`src/cpu_defines.svh`:
```
`ifndef CPU_DEFINES_SVH
`define CPU_DEFINES_SVH

// Datapath and address width
`define CPU_XLEN        32
`define CPU_REG_ADDR_W  5

// Data RAM, word addressed
`define CPU_RAM_WORDS   256
`define CPU_RAM_ADDR_W  8

`define CPU_RESET_PC    32'h0000_0000

// ADDI x0, x0, 0
`define CPU_NOP         32'h0000_0013

`endif

```
`src/cpu_pkg.sv`:
```
`default_nettype none

`include "cpu_defines.svh"

package cpu_pkg;

    // Major opcodes of the supported subset
    typedef enum logic [6:0] {
        OP     = 7'b0110011,
        OP_IMM = 7'b0010011,
        LUI    = 7'b0110111,
        LOAD   = 7'b0000011,
        STORE  = 7'b0100011,
        BRANCH = 7'b1100011
    } opcode_t;

    typedef enum logic [2:0] {
        ALU_ADD, ALU_SUB, ALU_AND, ALU_OR, ALU_XOR, ALU_SLT, ALU_PASS_B
    } alu_op_t;

    typedef enum logic [1:0] {
        BR_NONE, BR_EQ, BR_NE
    } branch_t;

    // All zero is a bubble: no write, no memory access, no branch
    typedef struct packed {
        logic                       reg_write;
        logic [`CPU_REG_ADDR_W-1:0] rd;
        logic                       mem_read;
        logic                       mem_write;
        logic                       mem_to_reg;
        alu_op_t                    alu_op;
        logic                       alu_src_imm;  // Operand B from immediate
        branch_t                    branch;
    } ctrl_t;

endpackage

`default_nettype wire

```
`src/cpu_if.sv`:
```
`timescale 1ns/1ps
`default_nettype none

`include "cpu_defines.svh"

// Two combinational read ports of the register bank
interface rb_read_if;
    logic [`CPU_REG_ADDR_W-1:0] rs1;
    logic [`CPU_REG_ADDR_W-1:0] rs2;
    logic [`CPU_XLEN-1:0]       value1;
    logic [`CPU_XLEN-1:0]       value2;

    modport stage (output rs1, rs2, input value1, value2);
    modport bank (input rs1, rs2, output value1, value2);
endinterface


`default_nettype wire

```
`src/decode.sv`:
```
`timescale 1ns/1ps
`default_nettype none

`include "cpu_defines.svh"

module decode import cpu_pkg::*; (
    input  logic                       clock,
    input  logic                       rst_n,
    input  logic                       enable,
    input  logic [`CPU_XLEN-1:0]       pc_in,
    input  logic [`CPU_XLEN-1:0]       instr,
    input  logic                       flush,
    rb_read_if.stage                   rb,
    output ctrl_t                      ctrl,
    output logic [`CPU_XLEN-1:0]       imm,
    output logic [`CPU_XLEN-1:0]       rs1_value,
    output logic [`CPU_XLEN-1:0]       rs2_value,
    output logic [`CPU_REG_ADDR_W-1:0] rs1_idx,
    output logic [`CPU_REG_ADDR_W-1:0] rs2_idx,
    output logic [`CPU_XLEN-1:0]       pc_out
);
    opcode_t              opcode;
    logic [2:0]           funct3;
    ctrl_t                dec;
    logic [`CPU_XLEN-1:0] dec_imm;

    assign opcode = opcode_t'(instr[6:0]);
    assign funct3 = instr[14:12];
    assign rb.rs1 = instr[19:15];
    assign rb.rs2 = instr[24:20];

    always_comb begin
        dec     = '0;  // Unknown encodings fall through as a bubble
        dec_imm = '0;
        case (opcode)
            OP: begin
                dec.reg_write = 1'b1;
                dec.rd        = instr[11:7];
                case (funct3)
                    3'b000:  dec.alu_op = instr[30] ? ALU_SUB : ALU_ADD;
                    3'b010:  dec.alu_op = ALU_SLT;
                    3'b100:  dec.alu_op = ALU_XOR;
                    3'b110:  dec.alu_op = ALU_OR;
                    3'b111:  dec.alu_op = ALU_AND;
                    default: dec = '0;
                endcase
            end
            OP_IMM: begin
                if (funct3 == 3'b000) begin  // ADDI only
                    dec.reg_write   = 1'b1;
                    dec.rd          = instr[11:7];
                    dec.alu_src_imm = 1'b1;
                end
                dec_imm = {{20{instr[31]}}, instr[31:20]};
            end
            LUI: begin
                dec.reg_write   = 1'b1;
                dec.rd          = instr[11:7];
                dec.alu_op      = ALU_PASS_B;
                dec.alu_src_imm = 1'b1;
                dec_imm         = {instr[31:12], 12'b0};
            end
            LOAD: begin
                dec.reg_write   = 1'b1;
                dec.rd          = instr[11:7];
                dec.mem_read    = 1'b1;
                dec.mem_to_reg  = 1'b1;
                dec.alu_src_imm = 1'b1;
                dec_imm         = {{20{instr[31]}}, instr[31:20]};
            end
            STORE: begin
                dec.mem_write   = 1'b1;
                dec.alu_src_imm = 1'b1;
                dec_imm         = {{20{instr[31]}}, instr[31:25], instr[11:7]};
            end
            BRANCH: begin
                if (funct3 == 3'b000)
                    dec.branch = BR_EQ;
                else if (funct3 == 3'b001)
                    dec.branch = BR_NE;
                dec_imm = {{19{instr[31]}}, instr[31], instr[7], instr[30:25],
                           instr[11:8], 1'b0};
            end
            default: ;
        endcase
    end

    // ID/EX control word
    always_ff @(posedge clock or negedge rst_n) begin
        if (!rst_n)
            ctrl <= '0;
        else if (enable)
            ctrl <= flush ? ctrl_t'('0) : dec;
    end

    always_ff @(posedge clock) begin
        if (enable) begin
            imm       <= dec_imm;
            rs1_value <= rb.value1;
            rs2_value <= rb.value2;
            rs1_idx   <= rb.rs1;
            rs2_idx   <= rb.rs2;
            pc_out    <= pc_in;
        end
    end

endmodule

`default_nettype wire

```
`src/flat_wrapper.sv`:
```
// flat-port wrapper written by rule: the top's interface ports become plain ports
module decode_flat import cpu_pkg::*;
  (clock, rst_n, enable, pc_in, instr, flush, ctrl, imm, rs1_value, rs2_value, rs1_idx, rs2_idx, pc_out, rb_rs1, rb_rs2, rb_value1, rb_value2);
  rb_read_if rb_i ();
  input  logic clock;
  input  logic rst_n;
  input  logic enable;
  input  logic [`CPU_XLEN-1:0] pc_in;
  input  logic [`CPU_XLEN-1:0] instr;
  input  logic flush;
  output ctrl_t ctrl;
  output logic [`CPU_XLEN-1:0] imm;
  output logic [`CPU_XLEN-1:0] rs1_value;
  output logic [`CPU_XLEN-1:0] rs2_value;
  output logic [`CPU_REG_ADDR_W-1:0] rs1_idx;
  output logic [`CPU_REG_ADDR_W-1:0] rs2_idx;
  output logic [`CPU_XLEN-1:0] pc_out;
  output wire logic [$bits(rb_i.rs1)-1:0] rb_rs1;
  output wire logic [$bits(rb_i.rs2)-1:0] rb_rs2;
  input wire logic [$bits(rb_i.value1)-1:0] rb_value1;
  input wire logic [$bits(rb_i.value2)-1:0] rb_value2;
  assign rb_rs1 = rb_i.rs1;
  assign rb_rs2 = rb_i.rs2;
  assign rb_i.value1 = rb_value1;
  assign rb_i.value2 = rb_value2;
  decode u_core (.clock(clock), .rst_n(rst_n), .enable(enable), .pc_in(pc_in), .instr(instr), .flush(flush), .rb(rb_i), .ctrl(ctrl), .imm(imm), .rs1_value(rs1_value), .rs2_value(rs2_value), .rs1_idx(rs1_idx), .rs2_idx(rs2_idx), .pc_out(pc_out));
endmodule
```
`config.mk`:
```
export PLATFORM = sky130hd
export DESIGN_NAME = decode_flat
export DESIGN_NICKNAME = d
export VERILOG_FILES = /design/src/cpu_pkg.sv /design/src/cpu_if.sv /design/src/decode.sv /design/src/flat_wrapper.sv
export VERILOG_INCLUDE_DIRS = /design/src
export SDC_FILE = /design/constraint.sdc
export NUM_CORES = 1
export LEC_CHECK = 0
export BUFFER_PORTS_ARGS = -buffer_cell sky130_fd_sc_hd__buf_4
export CAP_MARGIN = 20
export CELL_PAD_IN_SITES_DETAIL_PLACEMENT = 1
export CELL_PAD_IN_SITES_GLOBAL_PLACEMENT = 1
export CORE_MARGIN = 5
export CORE_UTILIZATION = 37
export DETAILED_ROUTE_END_ITERATION = 10
export PLACE_DENSITY = 0.82
export SLEW_MARGIN = 20
export SYNTH_ARGS = -nofsm -noshare
export SYNTH_HDL_FRONTEND = slang
export SYNTH_SLANG_ARGS = --single-unit
export TNS_END_PERCENT = 20
```
`constraint.sdc`:
```
create_clock -name clock -period 1.4 [get_ports clock]
set_clock_uncertainty 0.15 [all_clocks]
set_input_delay 0.28 -clock clock [delete_from_list [all_inputs] [get_ports clock]]
set_output_delay 0.28 -clock clock [all_outputs]
set_load 0.02 [all_outputs]
```
==> out/metrics.yaml, run 1 <==
num_vias: 4741
grt_pass1_wl_mm: 36.23
rr_worst_depth: 3
synth_area_leader_cell: "edfxtp_1"
relSlewSlack: 0.6442
worstPathRequired_ns: 0.97
clock_latency_ns: 0.43
fmax_mhz: 664.7
synth_common_cells: "138 x edfxtp_1, 20 x a21o_1, 14 x dfrtp_1"
startpoint: "u_core.pc_out[11]$_DFFE_PP_"
drive_above_1_share: 0.5070
placed_cell_area_mm2: 0.007812
critPathTopFamily: "flip-flops"
post-route-drc-count: 0
path_cells: "buf_6"
slew_violations: 0
crit_slowest_cell: "edfxtp_1"
ant_nets: 0
syn_inst: 257
cp-end-kind: "output port"
die_w_um: 129.0
gr-total-overflow: 0
yosys.area.top_type_share: 0.7908
finalSetupViolations: 104
path_buf_inv: 1
rsz0062_at_grt: "true"
cp-start-kind: "flip-flop"
cts_tree: "yes"
r2r_start: "u_core.ctrl[6]$_DFFE_PN0P_"
globalplace.congestion: 0.8720
grt_max_degree: 44
grt_use_total: 0.3088
synth_most_common_cell: "edfxtp_1"
crit_arrival_ns: 1.07
syn_nets: 389
htreeDepth: 4
hold_ws_ns: 0.02586
cts_root_buf: "clkbuf_16"
dieArea_mm2: 0.01664
hold_viol: 0
total_power_w: 0.01230
dp_slack_ns: -0.3261
peakVddDrop_mv: 0.8469
path_class: "reg2out"
r2r-end: "u_core.ctrl[6]$_DFFE_PN0P_"
routed_wl_mm: 29.09
ctsLongestPathBuffers: 2
cts_num_sinks: 152
cts_inserted_buffers: 17
row_count: 43
maxCapViolCount: 0
syn_area_mm2: 0.005240
violations: "setup timing"
power.leakage_nw: 4.458
hold_class: "in2reg"
status: "finished with violations"
yosysUniqueCellTypes: 35
wl_per_cell_um: 32.43
critPathMaxFanout: 1
path_clk_slew_ns: 0.07
detail_route.iter0.violations: 392
boundaryPins: 295
fill_cells: 1192
area_delta_synth_final_pct: 93.93
grt_pass1_vias: 4902
timing.final.ws_setup_ns: -0.1045
path_depth: 1
synth_seq_cells: 152
die_h_um: 129.0
finalInstanceArea_mm2: 0.01016
final.min_clock_period_ns: 1.504
antenna_found_initial: 3
yosys_most_used_dff: "edfxtp_1"
yosys-top-cells-area: "edfxtp_1 79%, dfrtp_1 6.7%, a21o_1 2.9%"
viasPerCell: 5.285
worstMarginPinSlew_ns: 0.5294
period_share: 1.075
p_per_area_mw_per_mm2: 1210
synth_warnings: 0
syn_avg_cell_area_um2: 20.39
ys_seq_area_frac: 0.8577
core-area_mm2: 0.01388
layout.nets: 833
start_util: 0.3775
slowest_delay_ns: 0.47
numPortBuffers: 294
r2r_setup_slack_ns: 0.19
synth_edf_count: 138
place_hpwl_mm: 14.19
async_reset_ff_frac: 0.09211
cp-endpoint: "pc_out[11]"
dr.pass1.iters: 4
==> placed cells by master (no fill, tap or decap), drive strengths merged <==
cell type	n
and4bb	1
a21oi	5
nor2b	8
a31oi	1
clkinv	4
a211o	1
nor4	2
dfrtp	14
a2111o	1
nand3	3
o31a	1
o221ai	1
inv	6
a22o	11
and2	1
nand3b	1
nand2b	2
o2bb2ai	5
nor3b	1
buf	325
o31ai	1
nand4bb	1
xor2	1
clkinvlp	1
nand2	4
or4	1
dlygate4sd3	120
nor3	3
nor2	1
clkbuf	26
a21o	20
o21ai	3
edfxtp	138
diode	3
==> logic make-up after synthesis <==
kind of cell              Yosys count  share of synthesized area
and+or+nand+nor                    29                    0.03773
AOI/OAI and AO/OA                  50                    0.07426
xor gates and xnor gates            1                   0.001672
DFF                               152                     0.8577
buffers and inverters              25                    0.02865
==> worst min path at each step <==
stage	start	end	slack [ns]	cells after the start
2_1_floorplan	rst_n	u_core.ctrl[0]$_DFFE_PN0P_	-0.17	0
3_3_place_gp	rst_n	u_core.ctrl[5]$_DFFE_PN0P_	-0.02	1
3_5_place_dp	rst_n	u_core.ctrl[5]$_DFFE_PN0P_	-0.003	1
4_1_cts	instr[18]	u_core.imm[18]$_DFFE_PP_	0.0001	2
5_1_grt	instr[18]	u_core.imm[18]$_DFFE_PP_	0.003	2
6_report	instr[18]	u_core.imm[18]$_DFFE_PP_	0.03	2
==> where the power goes <==
part	switching, W	internal (W)
combinational	0.00102	0.00107
sequential	0.000215	0.00530
clock	0.00200	0.00268
==> registers in the layout, indices dropped and copies added, names as in the netlist <==
name,flops
u_core.imm,32
u_core.rs1_idx,5
u_core.rs1_value,32
u_core.pc_out,32
u_core.ctrl,14
u_core.rs2_value,32
u_core.rs2_idx,5
==> cell type report <==
| type | count | area, um^2 | area share |
|---|---|---|---|
| flip-flops and latches | 152 | 4496 | 0.4424 |
| repair buffers | 445 | 4215 | 0.4148 |
| multi-input cells | 80 | 623.1 | 0.06132 |
| clock buffers | 26 | 543.0 | 0.05344 |
| well taps | 180 | 225.2 | 0.02216 |
| clock inverters | 6 | 33.78 | 0.003324 |
| inverters | 5 | 18.77 | 0.001847 |
| diodes | 3 | 7.507 | 0.0007387 |
==> metrics by stage <==
stage / std cells / setup TNS [ns] / util
detailed placement: 738 / -10.47 / 0.5628
CTS: 890 / -1.220 / 0.7162
global route: 896 / -6.836 / 0.7319
finish: 897 / -2.764 / 0.7321
global placement: 738 / -8.507 / 0.5628
floorplan: 257 / -1.740 / -
==> per-layer routing <==
layer,track usage,routed length (um),vias up
met5,0,13,-
met4,0.1025,1165,2
met3,0.07472,2191,69
met2,0.5640,15300,327
met1,0.3543,10420,2457
li1,-,-,1886
==> what timing repair did <==
action / 4_1_cts / 5_1_grt
gates resized for setup: 95 / 48
hold buffers: 118 / 2
endpoints found under the hold margin: 129 / 2
setup endpoints to repair: 95 / 151
buffers inserted: 2 / 2
(Power assumes the default switching activity.)
==> run 2: changes to the inputs <==
- CELL_PAD_IN_SITES_GLOBAL_PLACEMENT: 1 -> 2
- CORE_UTILIZATION: 37 -> 31
- PLACE_DENSITY: 0.82 -> 0.83
==> out/metrics.yaml, run 2 (synthesis results as in run 1) <==
critPathTopFamily: "flip-flops"  # unchanged
period_share: 1.052  # was 1.075
routed_wl_mm: 22.81  # was 29.09 mm
clock_latency_ns: 0.41  # was 0.43 ns
drive_above_1_share: 0.5134  # was 0.5070
gr-total-overflow: 0  # unchanged
cts_tree: "yes"  # unchanged
wl_per_cell_um: 24.58  # was 32.43 um
path_clk_slew_ns: 0.07  # about the same
p_comb_frac: 0.170  # about the same
multi_input_area_um2: 625.6  # was 623.1 um^2
final_common_cell: "buf_4"  # unchanged
maxCapViolCount: 0  # unchanged
cts_num_sinks: 152  # unchanged
num_vias: 4256  # was 4741
instances_no_fill: 928  # was 897
grt_pass1_vias: 4748  # was 4902
grt_pass1_wl_mm: 31.63  # was 36.23 mm
grt_max_degree: 53  # was 44
rsz0062_at_grt: "true"  # unchanged
numPortBuffers: 294  # unchanged
cts_inserted_buffers: 17  # unchanged
boundaryPins: 295  # unchanged
r2r_setup_slack_ns: 0.35  # was 0.19 ns
layout.nets: 826  # was 833
die_w_um: 140.0  # was 129.0 um
power.leakage_nw: 4.415  # was 4.458 nW
register_area_mm2: 0.004496  # unchanged
p_switching_w: 0.003089  # was 0.003241 W
ctsLongestPathBuffers: 2  # unchanged
start_util: 0.3160  # was 0.3775
path_class: "reg2out"  # unchanged
cp-endpoint: "rs2_value[0]"  # was pc_out[11]
crit_slowest_cell: "edfxtp_1"  # unchanged
grt_use_total: 0.2194  # was 0.3088
clock_power_share: 0.363  # was 0.381
fmax_mhz: 679.0  # was 664.7 MHz
min-delay-start: "instr[19]"  # was instr[18]
post-route-drc-count: 0  # unchanged
r2r-end: "u_core.ctrl[6]$_DFFE_PN0P_"  # unchanged
row_count: 47  # was 43
worstPathRequired_ns: 0.97  # about the same
finalSetupViolations: 56  # was 104
cp-end-kind: "output port"  # unchanged
critPathMaxFanout: 1  # unchanged
finalInstanceArea_mm2: 0.01015  # was 0.01016 mm^2
dp.cells: 777  # was 738
area_delta_synth_final_pct: 93.77  # was 93.93%
startpoint: "u_core.rs2_value[0]$_DFFE_PP_"  # was u_core.pc_out[11]$_DFFE_PP_
peakVddDrop_mv: 0.9403  # was 0.8469 mV
slowest_delay_ns: 0.45  # was 0.47 ns
cts_root_buf: "clkbuf_16"  # unchanged
rr_worst_depth: 2  # was 3
swShare: 0.2626  # was 0.2635
violations: "setup timing"  # unchanged
fill_cells: 1536  # was 1192
r2r_start: "u_core.ctrl[6]$_DFFE_PN0P_"  # unchanged
path_cells: "buf_6"  # unchanged
die_h_um: 140.0  # was 129.0 um
relSlewSlack: 0.7419  # was 0.6442
timing.final.ws_setup_ns: -0.07282  # was -0.1045 ns
dieArea_mm2: 0.01960  # was 0.01664 mm^2
ant_nets: 0  # unchanged
detail_route.iter0.violations: 234  # was 392
htreeDepth: 4  # unchanged
path_depth: 1  # unchanged
globalplace.congestion: 0.8040  # was 0.8720
mostFrequentLayoutCells: "168 x buf_4, 149 x buf_6, 138 x edfxtp_1"  # was 179 x buf_4, 143 x buf_6, 138 x edfxtp_1
placed_cell_area_mm2: 0.007870  # was 0.007812 mm^2
crit_arrival_ns: 1.04  # was 1.07 ns
hold_viol: 0  # unchanged
slew_violations: 0  # unchanged
path_buf_inv: 1  # unchanged
final.min_clock_period_ns: 1.473  # was 1.504 ns
core-area_mm2: 0.01658  # was 0.01388 mm^2
power.internal_w: 0.008675  # was 0.009057 W
antenna_found_initial: 1  # was 3
pwr-share-seq: 0.467  # was 0.449
dr.pass1.iters: 7  # was 4
viasPerCell: 4.586  # was 5.285
worstMarginPinSlew_ns: 0.3871  # was 0.5294 ns
p_per_area_mw_per_mm2: 1159  # was 1210 mW/mm^2
status: "finished with violations"  # unchanged
place_hpwl_mm: 13.60  # was 14.19 mm
cp-start-kind: "flip-flop"  # unchanged
hold_class: "in2reg"  # unchanged
[run 2: changes by cell type in the layout (fill, tap and decap cells not counted), sizes merged]
cell	before	now
dlygate4sd3	120	117
diode	3	1
buf	325	321
clkbuf	26	17
clkinv	4	7
inv	6	11
clkinvlp	1	2
[run 2: per-stage QoR]
| step | total power (W) | worst slack [ns] | util | setup TNS [ns] | hold slack (ns) |
|---|---|---|---|---|---|
| 3_3_place_gp | 0.006936 | -0.2504 | 0.4746 | -7.645 | -0.01106 |
| 6_report | 0.01176 | -0.07282 | 0.6123 | -1.103 | 0.02111 |
| 4_1_cts | 0.01165 | -0.05767 | 0.6033 | -1.311 | 0.001445 |
| 5_1_grt | 0.01217 | -0.09107 | 0.6123 | -5.361 | 0.002424 |
| 3_5_place_dp | 0.006984 | -0.3165 | 0.4746 | -9.470 | -0.009041 |
| 2_1_floorplan | 0.005986 | -0.09835 | - | -1.740 | -0.1656 |
[run 2: routing by layer]
| layer | track usage | up-vias | part of all wire |
|---|---|---|---|
| met5 | 0 | - | 0 |
| met2 | 0.4191 | 214 | 0.56 |
| met4 | 0.06629 | 0 | 0.024 |
| met3 | 0.06237 | 29 | 0.058 |
| met1 | 0.2328 | 2140 | 0.35 |
| li1 | - | 1873 | - |
[run 2: area by class of cell]
type,instances,area share
Antenna cell,1,0.0002465
Tap cell,220,0.02711
Timing Repair Buffer,438,0.4127
Inverter,5,0.001848
Sequential cell,152,0.4428
Clock buffer,17,0.04190
Clock inverter,15,0.01183
Multi-Input combinational cell,80,0.06161
[run 2: worst min-delay path by stage]
| stage | end | slack (ns) | cells past startpoint |
|---|---|---|---|
| after global placement | u_core.ctrl[4]$_DFFE_PN0P_ | -0.01 | 1 |
| after floorplan | u_core.ctrl[0]$_DFFE_PN0P_ | -0.17 | 0 |
| after global routing | u_core.imm[19]$_DFFE_PP_ | 0.002 | 2 |
| after CTS | u_core.imm[30]$_DFFE_PP_ | 0.001 | 2 |
| final | u_core.imm[19]$_DFFE_PP_ | 0.02 | 2 |
| after detailed placement | u_core.ctrl[4]$_DFFE_PN0P_ | -0.009 | 1 |
[run 2: power by group through the flow]
| stage | combinational [W] | clock (W) | sequential (W) |
|---|---|---|---|
| final | 0.00200 | 0.00427 | 0.00549 |
| after global routing | 0.00206 | 0.00460 | 0.00551 |
| after CTS | 0.00190 | 0.00431 | 0.00543 |
| after detailed placement | 0.00150 | 0 | 0.00549 |
| after global placement | 0.00147 | 0 | 0.00546 |
| after floorplan | 0.000110 | 0 | 0.00588 |
[run 2: repair_timing]
action                                  CTS  global route
endpoints found under the setup margin  109           150
setup buffers                             1             0
resized for setup                       110            39
hold buffers                            117             0
hold endpoints to repair                134             0
==> run 3: changes to the inputs <==
- ABC_AREA: not set -> 1
- CORE_UTILIZATION: 31 -> 30
- PLACE_DENSITY: 0.83 -> 0.81
==> out/metrics.yaml, run 3 <==
die_h_um: 144.7  # was 140.0 um
crit_arrival_ns: 1.05  # was 1.04 ns
critPathMaxFanout: 1  # unchanged
finalSetupViolations: 83  # was 56
fmax_mhz: 676.6  # was 679.0 MHz
dp_slack_ns: -0.1574  # was -0.3165 ns
dp.cells: 847  # was 777
cts_inserted_buffers: 17  # unchanged
routed_wl_mm: 25.49  # was 22.81 mm
hold_class: "in2reg"  # unchanged
grt_pass1_vias: 4985  # was 4748
worstMarginPinSlew_ns: 0.3602  # was 0.3871 ns
viasPerCell: 4.640  # was 4.586
grt_max_degree: 41  # was 53
worstPathRequired_ns: 0.97  # about the same
htreeDepth: 4  # unchanged
cp-start-kind: "flip-flop"  # unchanged
violations: "setup timing"  # unchanged
instances_no_fill: 993  # was 928
clock_latency_ns: 0.42  # was 0.41 ns
postLayoutCoreUtil: 0.5788  # was 0.6123
cts_num_sinks: 152  # unchanged
synth_most_common_cell: "edfxtp_1"  # unchanged
rsz0062_at_grt: "true"  # unchanged
synth_seq_cells: 152  # unchanged
drive_above_1_share: 0.5072  # was 0.5134
mostFrequentLayoutCells: "162 x buf_4, 150 x buf_6, 138 x edfxtp_1"  # was 168 x buf_4, 149 x buf_6, 138 x edfxtp_1
power.internal_w: 0.008985  # was 0.008675 W
maxCapViolCount: 0  # unchanged
ctsLongestPathBuffers: 2  # unchanged
place_hpwl_mm: 15.23  # was 13.60 mm
ant_nets: 0  # unchanged
final_common_cell: "buf_4"  # unchanged
pwr-share-seq: 0.451  # was 0.467
swShare: 0.2630  # was 0.2626
layout.nets: 882  # was 826
timing.final.ws_setup_ns: -0.07806  # was -0.07282 ns
grt_use_total: 0.2286  # was 0.2194
slew_violations: 0  # unchanged
yosys-top-cells-area: "edfxtp_1 76%, dfrtp_1 6.4%, nand2_1 3.7%"  # was edfxtp_1 79%, dfrtp_1 6.7%, a21o_1 2.9%
core-area_mm2: 0.01790  # was 0.01658 mm^2
async_reset_ff_frac: 0.09211  # unchanged
dr.pass1.iters: 4  # was 7
ys_seq_area_frac: 0.8259  # was 0.8577
antenna_found_initial: 1  # unchanged
slowest_delay_ns: 0.46  # was 0.45 ns
p_per_area_mw_per_mm2: 1177  # was 1159 mW/mm^2
crit_slowest_cell: "edfxtp_1"  # unchanged
p_switching_w: 0.003207  # was 0.003089 W
numPortBuffers: 294  # unchanged
critPathTopFamily: "flip-flops"  # unchanged
syn_avg_cell_area_um2: 17.17  # was 20.39 um^2
syn_inst: 317  # was 257
syn_nets: 449  # was 389
globalplace.congestion: 0.8053  # was 0.8040
row_count: 49  # was 47
path_class: "reg2out"  # unchanged
boundaryPins: 295  # unchanged
relSlewSlack: 0.7599  # was 0.7419
start_util: 0.3040  # was 0.3160
detail_route.iter0.violations: 260  # was 234
post_cts_buffers: 0  # was 1
synth_common_cells: "138 x edfxtp_1, 53 x nand2_1, 18 x inv_1"  # was 138 x edfxtp_1, 20 x a21o_1, 14 x dfrtp_1
post-route-drc-count: 0  # unchanged
cp-end-kind: "output port"  # unchanged
yosys.area.top_type_share: 0.7616  # was 0.7908
die_w_um: 144.7  # was 140.0 um
placed_cell_area_mm2: 0.008089  # was 0.007870 mm^2
fill_cells: 1699  # was 1536
synth_warnings: 0  # unchanged
syn_area_mm2: 0.005441  # was 0.005240 mm^2
dieArea_mm2: 0.02093  # was 0.01960 mm^2
cts_root_buf: "clkbuf_16"  # unchanged
clock_power_share: 0.383  # was 0.363
synth_edf_count: 138  # unchanged
num_vias: 4608  # was 4256
wl_per_cell_um: 25.67  # was 24.58 um
finalInstanceArea_mm2: 0.01036  # was 0.01015 mm^2
path_clk_slew_ns: 0.07  # about the same
final.min_clock_period_ns: 1.478  # was 1.473 ns
peakVddDrop_mv: 0.9074  # was 0.9403 mV
yosysUniqueCellTypes: 24  # was 35
yosys_most_used_dff: "edfxtp_1"  # unchanged
gr-total-overflow: 0  # unchanged
hold_ws_ns: 0.02842  # was 0.02111 ns
synth_area_leader_cell: "edfxtp_1"  # unchanged
cts_tree: "yes"  # unchanged
period_share: 1.056  # was 1.052
grt_pass1_wl_mm: 34.36  # was 31.63 mm
hold_viol: 0  # unchanged
path_buf_inv: 1  # unchanged
power.leakage_nw: 4.582  # was 4.415 nW
path_cells: "buf_6"  # unchanged
p_comb_frac: 0.166  # was 0.170
area_delta_synth_final_pct: 90.41  # was 93.77%
status: "finished with violations"  # unchanged
run 3: cell types whose count changed after synthesis, sizes merged, moves of 5 or more:
cell     previous run  this run
a22o               11         1
nor2b               8         0
a21o               20         0
nand2               4        57
o2bb2ai             5         0
inv                 5        23
nand3               3        20
nor2                1        19
o211ai              0        14
run 3: cell type report:
type | count | area, um^2 | share of cell area
Antenna cell | 1 | 2.502 | 0.0002415
Clock buffer | 18 | 429.2 | 0.04142
Clock inverter | 14 | 150.1 | 0.01449
Inverter | 23 | 86.33 | 0.008332
Multi-Input combinational cell | 123 | 715.7 | 0.06907
Sequential cell | 152 | 4494 | 0.4338
Tap cell | 229 | 286.5 | 0.02765
Timing Repair Buffer | 433 | 4197 | 0.4050
run 3: worst paths after layout:
check / slack, ns / to / cells past startpoint / from
max in group asynchronous: 0.83 / u_core.ctrl[0]$_DFFE_PN0P_ / 2 / rst_n
worst max register to register: 0.46 / u_core.ctrl[6]$_DFFE_PN0P_ / 1 / u_core.ctrl[6]$_DFFE_PN0P_
min in group asynchronous: 0.10 / u_core.ctrl[5]$_DFFE_PN0P_ / 2 / rst_n
worst max-delay path: -0.08 / rs2_value[8] / 1 / u_core.rs2_value[8]$_DFFE_PP_
worst min-delay path: 0.03 / u_core.imm[18]$_DFFE_PP_ / 3 / instr[18]
worst min register to register: 0.37 / u_core.ctrl[13]$_DFFE_PN0P_ / 2 / u_core.ctrl[13]$_DFFE_PN0P_
run 3: cells by family after synthesis:
family | count (synthesis) | synth area share
DFF | 152 | 0.8259
and+or+nand+nor | 101 | 0.09290
buffers and inverters | 42 | 0.04254
AOI/OAI and AO/OA | 22 | 0.03863
run 3: power groups by stage:
stage | logic, W | registers [W] | clock network, W
3_5_place_dp | 0.00152 | 0.00549 | 0
5_1_grt | 0.00209 | 0.00552 | 0.00498
2_1_floorplan | 0.000113 | 0.00587 | 0
4_1_cts | 0.00194 | 0.00544 | 0.00458
3_3_place_gp | 0.00150 | 0.00546 | 0
6_report | 0.00203 | 0.00550 | 0.00467
run 3: routing by layer:
metal | GRT usage | wire, um
met2 | 0.4050 | 13110
met5 | 0 | 0
met4 | 0.09475 | 854
met1 | 0.2673 | 9767
met3 | 0.05192 | 1756
run 3: repair_timing:
item,CTS,global route
gates resized for setup,118,31
hold endpoints to repair,127,0
hold buffers,113,0
endpoints found under the setup margin,120,149
run 3: through the flow:
step / total power (W) / TNS (ns)
floorplan: 0.005987 / 0
global placement: 0.006961 / -2.981
detailed placement: 0.007009 / -5.008
CTS: 0.01196 / -1.694
global route: 0.01258 / -6.760
finish: 0.01219 / -2.077
